`src/logic/acq_pkg.sv`:
```
`default_nettype none

package acq_pkg;

    localparam int ADC_WIDTH        = 12;
    localparam int SAMPLES_PER_BEAT = 8;
    localparam int SLOT_WIDTH       = 16;
    localparam int WORD_WIDTH       = 64;
    localparam int STAMP_WIDTH      = 16;

    // One converter sample, unsigned
    typedef logic [ADC_WIDTH-1:0] adc_sample_t;

    // Eight 16-bit slots, sample sits in the low 12 bits of each
    typedef logic [SAMPLES_PER_BEAT*SLOT_WIDTH-1:0] s_beat_t;

    // Output stream word
    typedef logic [WORD_WIDTH-1:0] m_word_t;

    // Trigger time in prescaled ticks
    typedef logic [STAMP_WIDTH-1:0] time_stamp_t;

    typedef enum logic
    {
        CALIB,
        RUN
    } acq_state_t;

    // Sample of one slot, upper slot bits dropped
    function automatic adc_sample_t slot_sample(input s_beat_t beat, input int slot);
        return beat[slot*SLOT_WIDTH +: ADC_WIDTH];
    endfunction

endpackage

`default_nettype wire

```
`src/logic/baseline_calc.sv`:
```
`timescale 1ns/10ps
`default_nettype none

module baseline_calc
#(
    parameter int BASELINE_BEATS = 16
)
(
    input  logic                 AXIS_ACLK,
    input  logic                 AXIS_ARESETN,
    input  acq_pkg::acq_state_t  state,
    input  acq_pkg::s_beat_t     s_axis_tdata,
    input  logic                 s_axis_tvalid,
    output acq_pkg::adc_sample_t baseline,
    output logic                 calc_done
);

    // Sample count is a power of two, so the average is a plain shift
    localparam int SHIFT = $clog2(acq_pkg::SAMPLES_PER_BEAT * BASELINE_BEATS);
    localparam int SUM_W = acq_pkg::ADC_WIDTH + $clog2(acq_pkg::SAMPLES_PER_BEAT);
    localparam int ACC_W = acq_pkg::ADC_WIDTH + SHIFT;
    localparam int CNT_W = $clog2(BASELINE_BEATS + 1);

    logic [SUM_W-1:0] beat_sum;
    logic [ACC_W-1:0] acc;
    logic [CNT_W-1:0] beat_cnt;
    logic             counted;

    always_comb
    begin
        beat_sum = '0;
        for (int i = 0; i < acq_pkg::SAMPLES_PER_BEAT; i++)
        begin
            beat_sum = beat_sum + SUM_W'(acq_pkg::slot_sample(s_axis_tdata, i));
        end
    end

    assign counted = (beat_cnt == CNT_W'(BASELINE_BEATS));

    // Valid alone qualifies a beat here, tready is still low in CALIB
    always_ff @(posedge AXIS_ACLK)
    begin
        if (!AXIS_ARESETN)
        begin
            acc       <= '0;
            beat_cnt  <= '0;
            calc_done <= 1'b0;
        end
        else
        begin
            if (state == acq_pkg::CALIB && !counted && s_axis_tvalid)
            begin
                acc      <= acc + ACC_W'(beat_sum);
                beat_cnt <= beat_cnt + 1'b1;
            end
            if (counted)
            begin
                calc_done <= 1'b1;
            end
        end
    end

    always_ff @(posedge AXIS_ACLK)
    begin
        if (counted && !calc_done)
        begin
            baseline <= acc[SHIFT +: acq_pkg::ADC_WIDTH];
        end
    end

endmodule

`default_nettype wire

```
`config.mk`:
```
export PLATFORM = sky130hd
export DESIGN_NAME = baseline_calc
export DESIGN_NICKNAME = d
export VERILOG_FILES = /design/src/logic/acq_pkg.sv /design/src/logic/baseline_calc.sv
export SDC_FILE = /design/constraint.sdc
export NUM_CORES = 1
export LEC_CHECK = 0
export ABC_AREA = 1
export BUFFER_PORTS_ARGS = -buffer_cell sky130_fd_sc_hd__buf_2
export CELL_PAD_IN_SITES_DETAIL_PLACEMENT = 1
export CELL_PAD_IN_SITES_GLOBAL_PLACEMENT = 2
export CORE_ASPECT_RATIO = 1.4
export CORE_UTILIZATION = 30
export DETAILED_ROUTE_END_ITERATION = 12
export HOLD_SLACK_MARGIN = 0.05
export PLACE_DENSITY = 0.83
export SYNTH_ARGS = -nofsm -noshare
export SYNTH_HDL_FRONTEND = slang
export SYNTH_SLANG_ARGS = --single-unit
export TNS_END_PERCENT = 5
```
`constraint.sdc`:
```
create_clock -name AXIS_ACLK -period 8.6 [get_ports AXIS_ACLK]
set_clock_uncertainty 0.05 [all_clocks]
set_input_delay 0.43 -clock AXIS_ACLK [delete_from_list [all_inputs] [get_ports AXIS_ACLK]]
set_output_delay 0.43 -clock AXIS_ACLK [all_outputs]
set_load 0.005 [all_outputs]
```
==> reports/metrics.csv <==
metric,value,unit
status,"finished, final reports clean",
setup_viol,0,
slew_violations,0,
worstPathArrival,4.32,ns
place_inst,835,
grt_max_degree,29,
die_h,147.4,um
grt_pass1_wl,18.60,mm
hpwl,9.391,mm
overflow,0,
drc,0,
critPathKind,input pin to flop,
htree_levels,2,
wl,10.63,mm
drt_pass1_iterations,4,
layout.cells.non_filler,843,
critPathTopFamily,adder cells,
path_clk_slew,0.06,ns
ant_nets,0,
cp-startpoint,s_axis_tdata[2],
port_buffers,112,
critPathMaxFanout,4,
ctsLongestPathBuffers,2,
fin_tns_setup,0,ns
num_rows,52,
vias_per_cell,4.314,
fin_crit_sh,48.72,%
synth_most_common_cell,inv_1,
min_period,4.190,ns
antenna_cells,0,
nets,891,
async_flop_share,0,%
synth_area,0.004531,sq mm
grt_pass1_vias,4233,
design.core.area,0.01457,sq mm
cp-end-kind,flop,
hold_path_class,flop to flop,
synthTopCellsByArea,"fa_1 37%, inv_1 14%, dfxtp_1 11%, edfxtp_1 8.0%, nand2_1 6.7%",
fp.dieArea,0.01560,sq mm
clockRootBuffer,clkbuf_16,
clk_latency,0.28,ns
cp.required,8.73,ns
slowest_delay,0.56,ns
path_cells,"buf_2, inv_1, fa_1, inv_1, fa_1, fa_1, inv_1, fa_1, inv_1, ha_1, fa_1, nand3_1, nand3_2, nand2_1, nand2_1, xor2_1, o21ai_1, inv_1",
cts_repair_resize_count,0,
ff2ff_path_depth,15,
synth_top_area_share,36.67,%
tritoncts,built,
drt_iter0_markers,50,
regToRegSetupSlack,4.57,ns
cts.sinks,37,
grt_use_total,15.12,%
synthTopCellsByCount,"171 x inv_1, 83 x fa_1, 81 x nand2_1, 43 x nor2_1, 25 x dfxtp_1",
synth_nets,776,
drive_gt1_share,23.24,%
yosysUniqueCellTypes,32,
setup_slack,4.410,ns
max_freq,238.7,MHz
vias,3637,
rsz0062_at_grt,false,
ios,145,
synth_warnings,0,
critical_path.endpoint,acc[10]$_SDFFE_PN0P_,
syn_inst,538,
r2r_start,acc[2]$_SDFFE_PN0P_,
synth_edf_count,12,
gp_congestion,0.8284,
syn2layout_area_growth,20.71,%
initial_core_util,31.09,%
synth_seq_area_share,19.00,%
die_x,105.9,um
synth.avg_cell_area,8.421,sq um
cp-start-kind,input pin,
antenna_found_initial,0,
whs,0.4208,ns
synth_ff_type,dfxtp_1,
crit_buf_inv,6,
final-hold-violation-count,0,
path_depth,18,
dp_slack,4.085,ns
cts_setup_buffers,0,
cp_slowest_cell,fa_1,
wire_per_inst,12.61,um
synth_top_area_cell,fa_1,
maxCapViolations,0,
slew_headroom,63.65,%
worst_r2r_endpoint,acc[10]$_SDFFE_PN0P_,
cts_inserted_buffers,5,
ctsHoldBuffers,0,
ys_seq_elements,37,
tightest_slew,0.5446,ns
==> area by class of cell <==
type | instances | area [sq um]
Fill cell | 1813 | 9105
Multi-Input combinational cell | 317 | 2963
Inverter | 179 | 674.4
Timing Repair Buffer | 113 | 568.0
Clock buffer | 6 | 150.1
Tap cell | 189 | 236.5
Clock inverter | 2 | 16.27
Sequential cell | 37 | 860.8
==> metrics by stage <==
step | util [%] | cell area (sq um)
detailed placement | 36.38 | 5303
floorplan | - | 4531
CTS | 37.53 | 5469
global placement | 36.38 | 5303
global route | 37.53 | 5469
finish | 37.53 | 5469
==> worst min path at each step <==
| stage | slack [ns] | end | startpoint | cells after the start |
|---|---|---|---|---|
| after floorplan | 0.39 | baseline[5]$_DFFE_PP_ | acc[12]$_SDFFE_PN0P_ | 0 |
| after global placement | 0.41 | calc_done$_SDFFE_PN0N_ | calc_done$_SDFFE_PN0N_ | 2 |
| after detailed placement | 0.42 | baseline[7]$_DFFE_PP_ | acc[14]$_SDFFE_PN0P_ | 0 |
| after CTS | 0.43 | calc_done$_SDFFE_PN0N_ | calc_done$_SDFFE_PN0N_ | 2 |
| after global routing | 0.45 | baseline[10]$_DFFE_PP_ | acc[17]$_SDFFE_PN0P_ | 0 |
| final | 0.42 | calc_done$_SDFFE_PN0N_ | calc_done$_SDFFE_PN0N_ | 2 |
==> placed cells by master, fill, tap and decap left out, drive strengths merged, types with 6 or more instances in the layout <==
cell	instances
dfxtp	25
nor2	48
o21ai	15
buf	113
edfxtp	12
ha	23
nand3	25
nand2	90
a21oi	16
inv	179
clkbuf	6
fa	83
==> flip-flops by register name (all words and copies together), names as in the netlist <==
register and cells:
calc_done 1, baseline 12, beat_cnt 5, acc 19
==> tightest hold or removal path, delay by kind of cell, from the launching register on <==
family	cells	cell delay, ns
AOI/OAI and AO/OA	1	0.05
buffers and inverters	1	0.05
DFF	1	0.32
==> metal layers <==
metal / wire [um] / up-vias / share of wire, % / global-route usage (%)
met1: 3703 / 1775 / 35 / 14.85
met5: 0 / - / 0 / 0
li1: - / 1770 / - / -
met4: 172 / 0 / 1.6 / 3.542
met3: 318 / 14 / 3.0 / 1.720
met2: 6439 / 78 / 61 / 32.32
==> cell families after synthesis <==
logic type / count (synthesis) / synth area share [%]
xor+xnor: 7 / 1.353
flops: 37 / 19.00
buf+inv: 184 / 15.60
simple gates: 172 / 17.07
compound gates: 32 / 3.949
fa+ha+maj: 106 / 43.03
Power is left out: the tool's default activity adds up to more than one toggle a clock period on the data nets, which glitch-free logic cannot reach.
