## config.mk

```make
export PLATFORM = sky130hd
export DESIGN_NAME = time_counter
export DESIGN_NICKNAME = d
export VERILOG_FILES = /design/src/logic/acq_pkg.sv /design/src/logic/time_counter.sv
export SDC_FILE = /design/constraint.sdc
export NUM_CORES = 1
export LEC_CHECK = 0
export ABC_AREA = 1
export BUFFER_PORTS_ARGS = -buffer_cell sky130_fd_sc_hd__buf_2
export CAP_MARGIN = 0
export CORE_MARGIN = 8
export CORE_UTILIZATION = 56
export DETAILED_ROUTE_END_ITERATION = 10
export PLACE_DENSITY = 0.88
export SETUP_SLACK_MARGIN = 0.15
export SLEW_MARGIN = 20
export SYNTH_ARGS = -nofsm -noshare
export SYNTH_HDL_FRONTEND = slang
export SYNTH_SLANG_ARGS = --single-unit
```

## constraint.sdc

```tcl
create_clock -name AXIS_ACLK -period 3.2 [get_ports AXIS_ACLK]
set_clock_uncertainty 0.05 [all_clocks]
set_input_delay 0 -clock AXIS_ACLK [delete_from_list [all_inputs] [get_ports AXIS_ACLK]]
set_output_delay 0 -clock AXIS_ACLK [all_outputs]
set_load 0.03 [all_outputs]
```

## src/logic/acq_pkg.sv

```systemverilog
`default_nettype none

package acq_pkg;

    localparam int ADC_WIDTH        = 12;
    localparam int SAMPLES_PER_BEAT = 8;
    localparam int SLOT_WIDTH       = 16;
    localparam int WORD_WIDTH       = 64;
    localparam int STAMP_WIDTH      = 16;

    // One converter sample, unsigned
    typedef logic [ADC_WIDTH-1:0] adc_sample_t;

    // Eight 16-bit slots, sample sits in the low 12 bits of each
    typedef logic [SAMPLES_PER_BEAT*SLOT_WIDTH-1:0] s_beat_t;

    // Output stream word
    typedef logic [WORD_WIDTH-1:0] m_word_t;

    // Trigger time in prescaled ticks
    typedef logic [STAMP_WIDTH-1:0] time_stamp_t;

    typedef enum logic
    {
        CALIB,
        RUN
    } acq_state_t;

    // Sample of one slot, upper slot bits dropped
    function automatic adc_sample_t slot_sample(input s_beat_t beat, input int slot);
        return beat[slot*SLOT_WIDTH +: ADC_WIDTH];
    endfunction

endpackage

`default_nettype wire

```

## src/logic/time_counter.sv

```systemverilog
`timescale 1ns/10ps
`default_nettype none

module time_counter
#(
    parameter int TICK_DIV = 5
)
(
    input  logic                 AXIS_ACLK,
    input  logic                 AXIS_ARESETN,
    input  acq_pkg::acq_state_t  state,
    input  logic                 s_axis_tready,
    output acq_pkg::time_stamp_t now
);

    localparam int PRESC_W = (TICK_DIV > 1) ? $clog2(TICK_DIV) : 1;

    logic [PRESC_W-1:0] presc;
    logic               running;

    assign running = (state == acq_pkg::RUN) && s_axis_tready;

    // Counting starts on the first cycle the input is open, now wraps freely
    always_ff @(posedge AXIS_ACLK)
    begin
        if (!AXIS_ARESETN || !running)
        begin
            presc <= '0;
            now   <= '0;
        end
        else if (presc == PRESC_W'(TICK_DIV - 1))
        begin
            presc <= '0;
            now   <= now + 1'b1;
        end
        else
        begin
            presc <= presc + 1'b1;
        end
    end

endmodule

`default_nettype wire

```

==> flow_summary.json, run 1 <==
{
  "holdWs_ns": 0.04798,
  "worst-path-max-fanout": 9,
  "worstSetupStartpointType": "register",
  "dp_hpwl_um": 1644,
  "grt_overflow_total": 0,
  "syn2layout_area_growth_pct": 13.76,
  "seqPwrFrac": 0.642,
  "synthesis.area_um2": 982.2,
  "setup_tns_ns": 0,
  "core_um2": 1689,
  "setup_viol": 0,
  "critPathKind": "register to register",
  "clockBufferDepth": 2,
  "required_ns": 3.36,
  "hold_viol": 0,
  "worstMarginPinSlew_ns": 0.3481,
  "drt-pass1-iter-count": 4,
  "fin_crit_sh": 0.4310,
  "clkPwrFrac": 0.332,
  "fin_cells": 186,
  "antenna_found_initial": 0,
  "grt_pass1_wl_um": 3746,
  "io_pins": 20,
  "nets": 177,
  "synth.avg_cell_area_um2": 6.682,
  "wirelength_um": 2113,
  "worstSkewPairLatency_ns": 0.30,
  "numPortBuffers": 19,
  "drive_above_1_share": 0.1716,
  "dieArea_um2": 3350,
  "synth.distinct_cells": 22,
  "synth.ff_latch_count": 19,
  "postCtsSetupBuffers": 0,
  "num_rows": 15,
  "cts.clk_slew.worst_paths_ns": 0.12,
  "outcome": "completed",
  "ant_nets": 0,
  "pwr-share-comb": 0.025,
  "htree_levels": 1,
  "diodes": 0,
  "grt_max_degree": 13,
  "final_max_slew_viol_count": 0,
  "numCtsBuffers": 3,
  "clkSinkCount": 19,
  "vias": 959,
  "crit_arrival_ns": 1.54,
  "hold_path_class": "input pin to register",
  "cell_internal_pwr_uw": 289.1,
  "finalCriticalPeriod_ns": 1.379,
  "place_inst": 182,
  "drtIter0Drc": 19,
  "grt_use_total": 0.1370,
  "via_per_inst": 5.156,
  "cts_tree": "done",
  "finalWeightedCongestion": 0.7760,
  "synth_warnings": 0,
  "vdd_ir_drop_max_mv": 0.3475,
  "total_power_uw": 369.8,
  "yosysSeqAreaShare": 0.3873,
  "die_y_um": 57.88,
  "p_sw_uw": 80.69,
  "max_freq_mhz": 725.1,
  "first_global_vias": 934,
  "synthCells": 147,
  "cts_hold_buf": 0,
  "drt-wirelength-per-cell_um": 11.36,
  "cellLeakagePower_uw": 0.0004885,
  "p_sw_frac": 0.2182,
  "rsz0062_at_grt": "no",
  "critPathCaptureType": "register",
  "syn_nets": 154,
  "maxCapViolCount": 0,
  "start_util": 0.5815,
  "p_per_area_nw_per_um2": 331.0,
  "drc": 0,
  "maxSlewHeadroom": 0.7677,
  "cts-root-buf": "clkbuf_4",
  "die_w_um": 57.88,
  "cts-resized-gates": 0
}
[cell type report]
| type | count | area (um2) |
|---|---|---|
| tap | 17 | 21.27 |
| clock buffer | 4 | 26.28 |
| multi-input combinational | 102 | 500.5 |
| fill | 165 | 571.8 |
| timing repair buffer | 19 | 95.09 |
| sequential | 19 | 380.4 |
| inverter | 25 | 93.84 |
[cells in the mapped netlist (all sizes together)]
cell type	number	area share
ha	3	0.038
inv	25	0.096
nand2	35	0.14
o21ai	7	0.036
nor2	31	0.13
buf	1	0.0076
nor3b	1	0.013
dfxtp	19	0.39
a31oi	1	0.0064
a21oi	7	0.036
nand3	10	0.051
xor2	2	0.018
o21a	1	0.0076
nand4	2	0.013
xnor2	1	0.0089
o21bai	1	0.0076
[path summary, 6_finish.rpt]
| check | start | to | slack [ns] | depth (start not counted) |
|---|---|---|---|---|
| setup / recovery | presc[0]$_SDFF_PP0_ | now[14]$_SDFFE_PP0N_ | 1.82 | 9 |
| hold / removal | s_axis_tready | now[7]$_SDFFE_PP0N_ | 0.05 | 3 |
| setup reg to reg | presc[0]$_SDFF_PP0_ | now[14]$_SDFFE_PP0N_ | 1.82 | 9 |
| hold reg to reg | presc[0]$_SDFF_PP0_ | presc[0]$_SDFF_PP0_ | 0.43 | 1 |
[logic make-up after synthesis]
group,synth area share
adders and majority gates,0.03822
and+or+nand+nor,0.3516
buffers and inverters,0.1032
DFF,0.3873
xor gates and xnor gates,0.02676
AOI/OAI and AO/OA,0.09300
[per-layer routing]
metal  routed length, um  vias to the layer above  GRT usage  part of all wire
met4                  25                        0    0.04545             0.012
met3                  88                        4    0.03091             0.042
met5                   0                        -          0                 0
li1                    -                      495          -                 -
met2                1025                       22     0.2452              0.49
met1                 974                      438     0.1551              0.46
[layout by cell type, fill, tap and decap left out]
| cell | count |
|---|---|
| nand2_2 | 1 |
| ha_1 | 3 |
| inv_2 | 1 |
| xnor2_1 | 1 |
| nand3_1 | 10 |
| nor2_4 | 1 |
| o21bai_1 | 1 |
| nor2_2 | 2 |
| nor2_1 | 28 |
| clkbuf_4 | 3 |
| o21a_1 | 1 |
| nand2_4 | 1 |
| clkbuf_1 | 1 |
| nand2_1 | 33 |
| o21ai_1 | 1 |
| a21oi_1 | 7 |
| a31oi_1 | 1 |
| nor3b_2 | 1 |
| xor2_1 | 2 |
| dfxtp_1 | 19 |
| inv_1 | 24 |
| o21ai_0 | 6 |
| nand4_1 | 2 |
| buf_2 | 19 |
[per-stage QoR]
| stage | setup WS (ns) | area [um2] | util |
|---|---|---|---|
| final | 1.821 | 1117 | 0.6615 |
| after detailed placement | 1.832 | 1091 | 0.6459 |
| after floorplan | 1.763 | 982.2 | - |
| after CTS | 1.806 | 1117 | 0.6615 |
| after global routing | 1.648 | 1117 | 0.6615 |
| after global placement | 1.865 | 1091 | 0.6459 |
[worst max-delay path: stages (launching register included)]
cell and delay, ns:
dfxtp_1 0.35, inv_1 0.06, ha_1 0.18, nand2_4 0.10, inv_2 0.10, nand2_1 0.09, nor2_1 0.16, nand3_1 0.09
nand2_1 0.06, nor2_1 0.04
[flip-flops by register name, indices dropped and copies added (netlist names)]
signal  cells
presc       3
now        16
[power groups by stage]
stage	clock network (uW)	registers, uW	logic, uW
floorplan	0	243	6.86
global placement	0	243	9.02
detailed placement	0	243	9.48
CTS	126	238	9.50
global route	136	238	11.0
finish	123	238	9.36
(Power assumes the default switching activity.)
==> run 2, diff against run 1 <==
Settings changed: ABC_AREA 1 to 0, CORE_UTILIZATION 56 to 50, PLACE_DENSITY 0.88 to 0.82.
Clock period 3.2 ns to 1.3 ns, I/O delays scaled along.
==> flow_summary.json, run 2 <==
{
  "cts_hold_buf": 0,
  "vdd_ir_drop_max_mv": 0.6399,
  "layout_common_cells": "buf_4 (23), buf_2 (18), nor2_1 (13), dfxtp_4 (8), nand2_1 (7)",
  "numCtsBuffers": 3,
  "mostFrequentLayoutCell": "buf_4",
  "clkSinkCount": 19,
  "synthCells": 98,
  "maxSlewHeadroom": 0.7515,
  "critPathCaptureType": "register",
  "postLayoutCellArea_um2": 1444,
  "final_max_slew_viol_count": 0,
  "synth.avg_cell_area_um2": 8.592,
  "cts.clk_slew.worst_paths_ns": 0.12,
  "cts_tree": "done",
  "ant_nets": 0,
  "cell_internal_pwr_uw": 695.7,
  "max_flop_register": "now",
  "synth_common_cells": "dfxtp_1 (19), nor2_1 (13), nand2_1 (9)",
  "start_util": 0.5098,
  "num-fill-cells": 74,
  "max_freq_mhz": 655.4,
  "cts-root-buf": "clkbuf_4",
  "outcome": "finished, violations left",
  "first_global_vias": 1004,
  "setup_viol": 15,
  "synth_top_area_cell": "dfxtp_1",
  "drive_above_1_share": 0.6107,
  "yosysSeqAreaShare": 0.4517,
  "dpl_cell_area_um2": 1191,
  "dieArea_um2": 3253,
  "hp-start": "s_axis_tready",
  "num_rows": 15,
  "yosysMostFrequentCell": "dfxtp_1",
  "violations": "setup timing",
  "rsz0062_at_grt": "yes",
  "synth.distinct_cells": 21,
  "critPathKind": "register to register",
  "p_per_area_nw_per_um2": 632.6,
  "yosys-top-cells-area": "dfxtp_1 (45%), xnor2_1 (8.3%), nor2_1 (5.8%)",
  "hold_path_class": "input pin to register",
  "worstMarginPinSlew_ns": 0.3717,
  "dp_hpwl_um": 1606,
  "seqPwrFrac": 0.622,
  "layout_setup_ws_ns": -0.2258,
  "pwr-share-comb": 0.037,
  "worstSkewPairLatency_ns": 0.30,
  "die_y_um": 57.04,
  "maxCapViolCount": 0,
  "finalWeightedCongestion": 0.7252,
  "synth_top_cell_area_share": 0.4517,
  "drt-pass1-iter-count": 4,
  "drt-wirelength-per-cell_um": 18.01,
  "finalCriticalPeriod_ns": 1.526,
  "diodes": 0,
  "synthesis.area_um2": 842.1,
  "hold_viol": 0,
  "worst-path-max-fanout": 4,
  "startpoint": "presc[0]$_SDFF_PP0_",
  "required_ns": 1.49,
  "via_per_inst": 5.681,
  "htree_levels": 1,
  "synthArstFlopShare": 0,
  "syn2layout_area_growth_pct": 71.47,
  "wirelength_um": 2989,
  "largest_reg_flops": 16,
  "holdWs_ns": 0.1204,
  "synth_edf_count": 0,
  "p_sw_frac": 0.2383,
  "p_sw_uw": 217.7,
  "synth.ff_latch_count": 19,
  "worstReg2RegStart": "presc[0]$_SDFF_PP0_",
  "nets": 157,
  "worstSetupStartpointType": "register",
  "cellLeakagePower_uw": 0.0006717,
  "syn_nets": 105,
  "place_ws_ns": -0.2668,
  "slowest_stage": "dfxtp_2",
  "drtIter0Drc": 17,
  "critPathMaxStageDelay_ns": 0.34,
  "vias": 943,
  "reg_top3": "now: 16 flops, presc: 3 flops",
  "numPortBuffers": 19,
  "ys.flop_type": "dfxtp_1",
  "synth_warnings": 0,
  "grt_overflow_total": 0,
  "antenna_found_initial": 0,
  "grt_use_total": 0.1681,
  "die_w_um": 57.04,
  "crit_arrival_ns": 1.72,
  "io_pins": 20,
  "clockBufferDepth": 2,
  "drc": 0,
  "grt_pass1_wl_um": 4478,
  "clkPwrFrac": 0.341,
  "core_um2": 1652,
  "grt_max_degree": 12,
  "cp_cell_sequence": "inv_2, ha_4, buf_4, nand3_4, buf_6, or3_4, a21oi_2",
  "fin_crit_sh": 1.174
}
run 2: timing repair:
item                       in CTS  in global routing
setup buffers                   6                  1
resized for setup              24                  9
pin swaps                      17                  5
setup endpoints to repair      15                 20
run 2: final timing paths:
kind	endpoint	slack (ns)	depth (start not counted)
worst max register to register	now[4]$_SDFFE_PP0N_	-0.23	7
worst max-delay path	now[4]$_SDFFE_PP0N_	-0.23	7
worst min-delay path	presc[1]$_SDFF_PP0_	0.12	3
worst min register to register	now[15]$_SDFFE_PP0N_	0.46	2
run 2: per-layer routing:
layer	vias to the layer above	wire length, um	track usage
met5	-	0	0
met2	41	1620	0.2961
met4	0	78	0.08054
met3	8	165	0.04213
li1	447	-	-
met1	447	1124	0.1810
run 2: cell families (layout without fill, tap and decap cells):
| family | Yosys count | count (layout) | share of synthesized area |
|---|---|---|---|
| flops | 19 | 19 | 0.4517 |
| buf+inv | 6 | 57 | 0.02674 |
| xor+xnor | 10 | 10 | 0.1040 |
| compound gates | 12 | 12 | 0.08023 |
| fa+ha+maj | 3 | 3 | 0.04458 |
| simple gates | 48 | 48 | 0.2927 |
run 2: power by group through the flow:
stage / logic [uW] / registers, uW / clock network (uW)
2_1_floorplan: 15.3 / 581 / 0
3_3_place_gp: 27.8 / 581 / 0
3_5_place_dp: 29.5 / 581 / 0
4_1_cts: 31.3 / 568 / 303
5_1_grt: 36.0 / 568 / 336
6_report: 34.2 / 568 / 311
run 2: critical path: cells and delay by family (launching register included):
kind | cells | cell delay (ns)
adders and majority gates | 1 | 0.15
buffers and inverters | 3 | 0.35
AOI/OAI and AO/OA | 1 | 0.13
and+or+nand+nor | 2 | 0.43
DFF | 1 | 0.34
run 2: area by class of cell:
class | instances | area, um2 | share of cell area
Multi-Input combinational cell | 73 | 614.3 | 0.4255
Inverter | 5 | 18.77 | 0.01300
Sequential cell | 19 | 416.7 | 0.2886
Tap cell | 17 | 21.27 | 0.01473
Clock inverter | 1 | 5.005 | 0.003466
Timing Repair Buffer | 48 | 345.3 | 0.2392
Clock buffer | 3 | 22.52 | 0.01560
run 2: through the flow:
stage	power [uW]	utilization	TNS, ns	instances
after floorplan	596.5	-	-0.7594	98
after global placement	608.8	0.7212	-1.243	155
after detailed placement	610.5	0.7212	-1.765	155
after CTS	902.5	0.8439	-1.452	165
after global routing	940.2	0.8742	-3.015	166
final	913.4	0.8742	-2.105	166
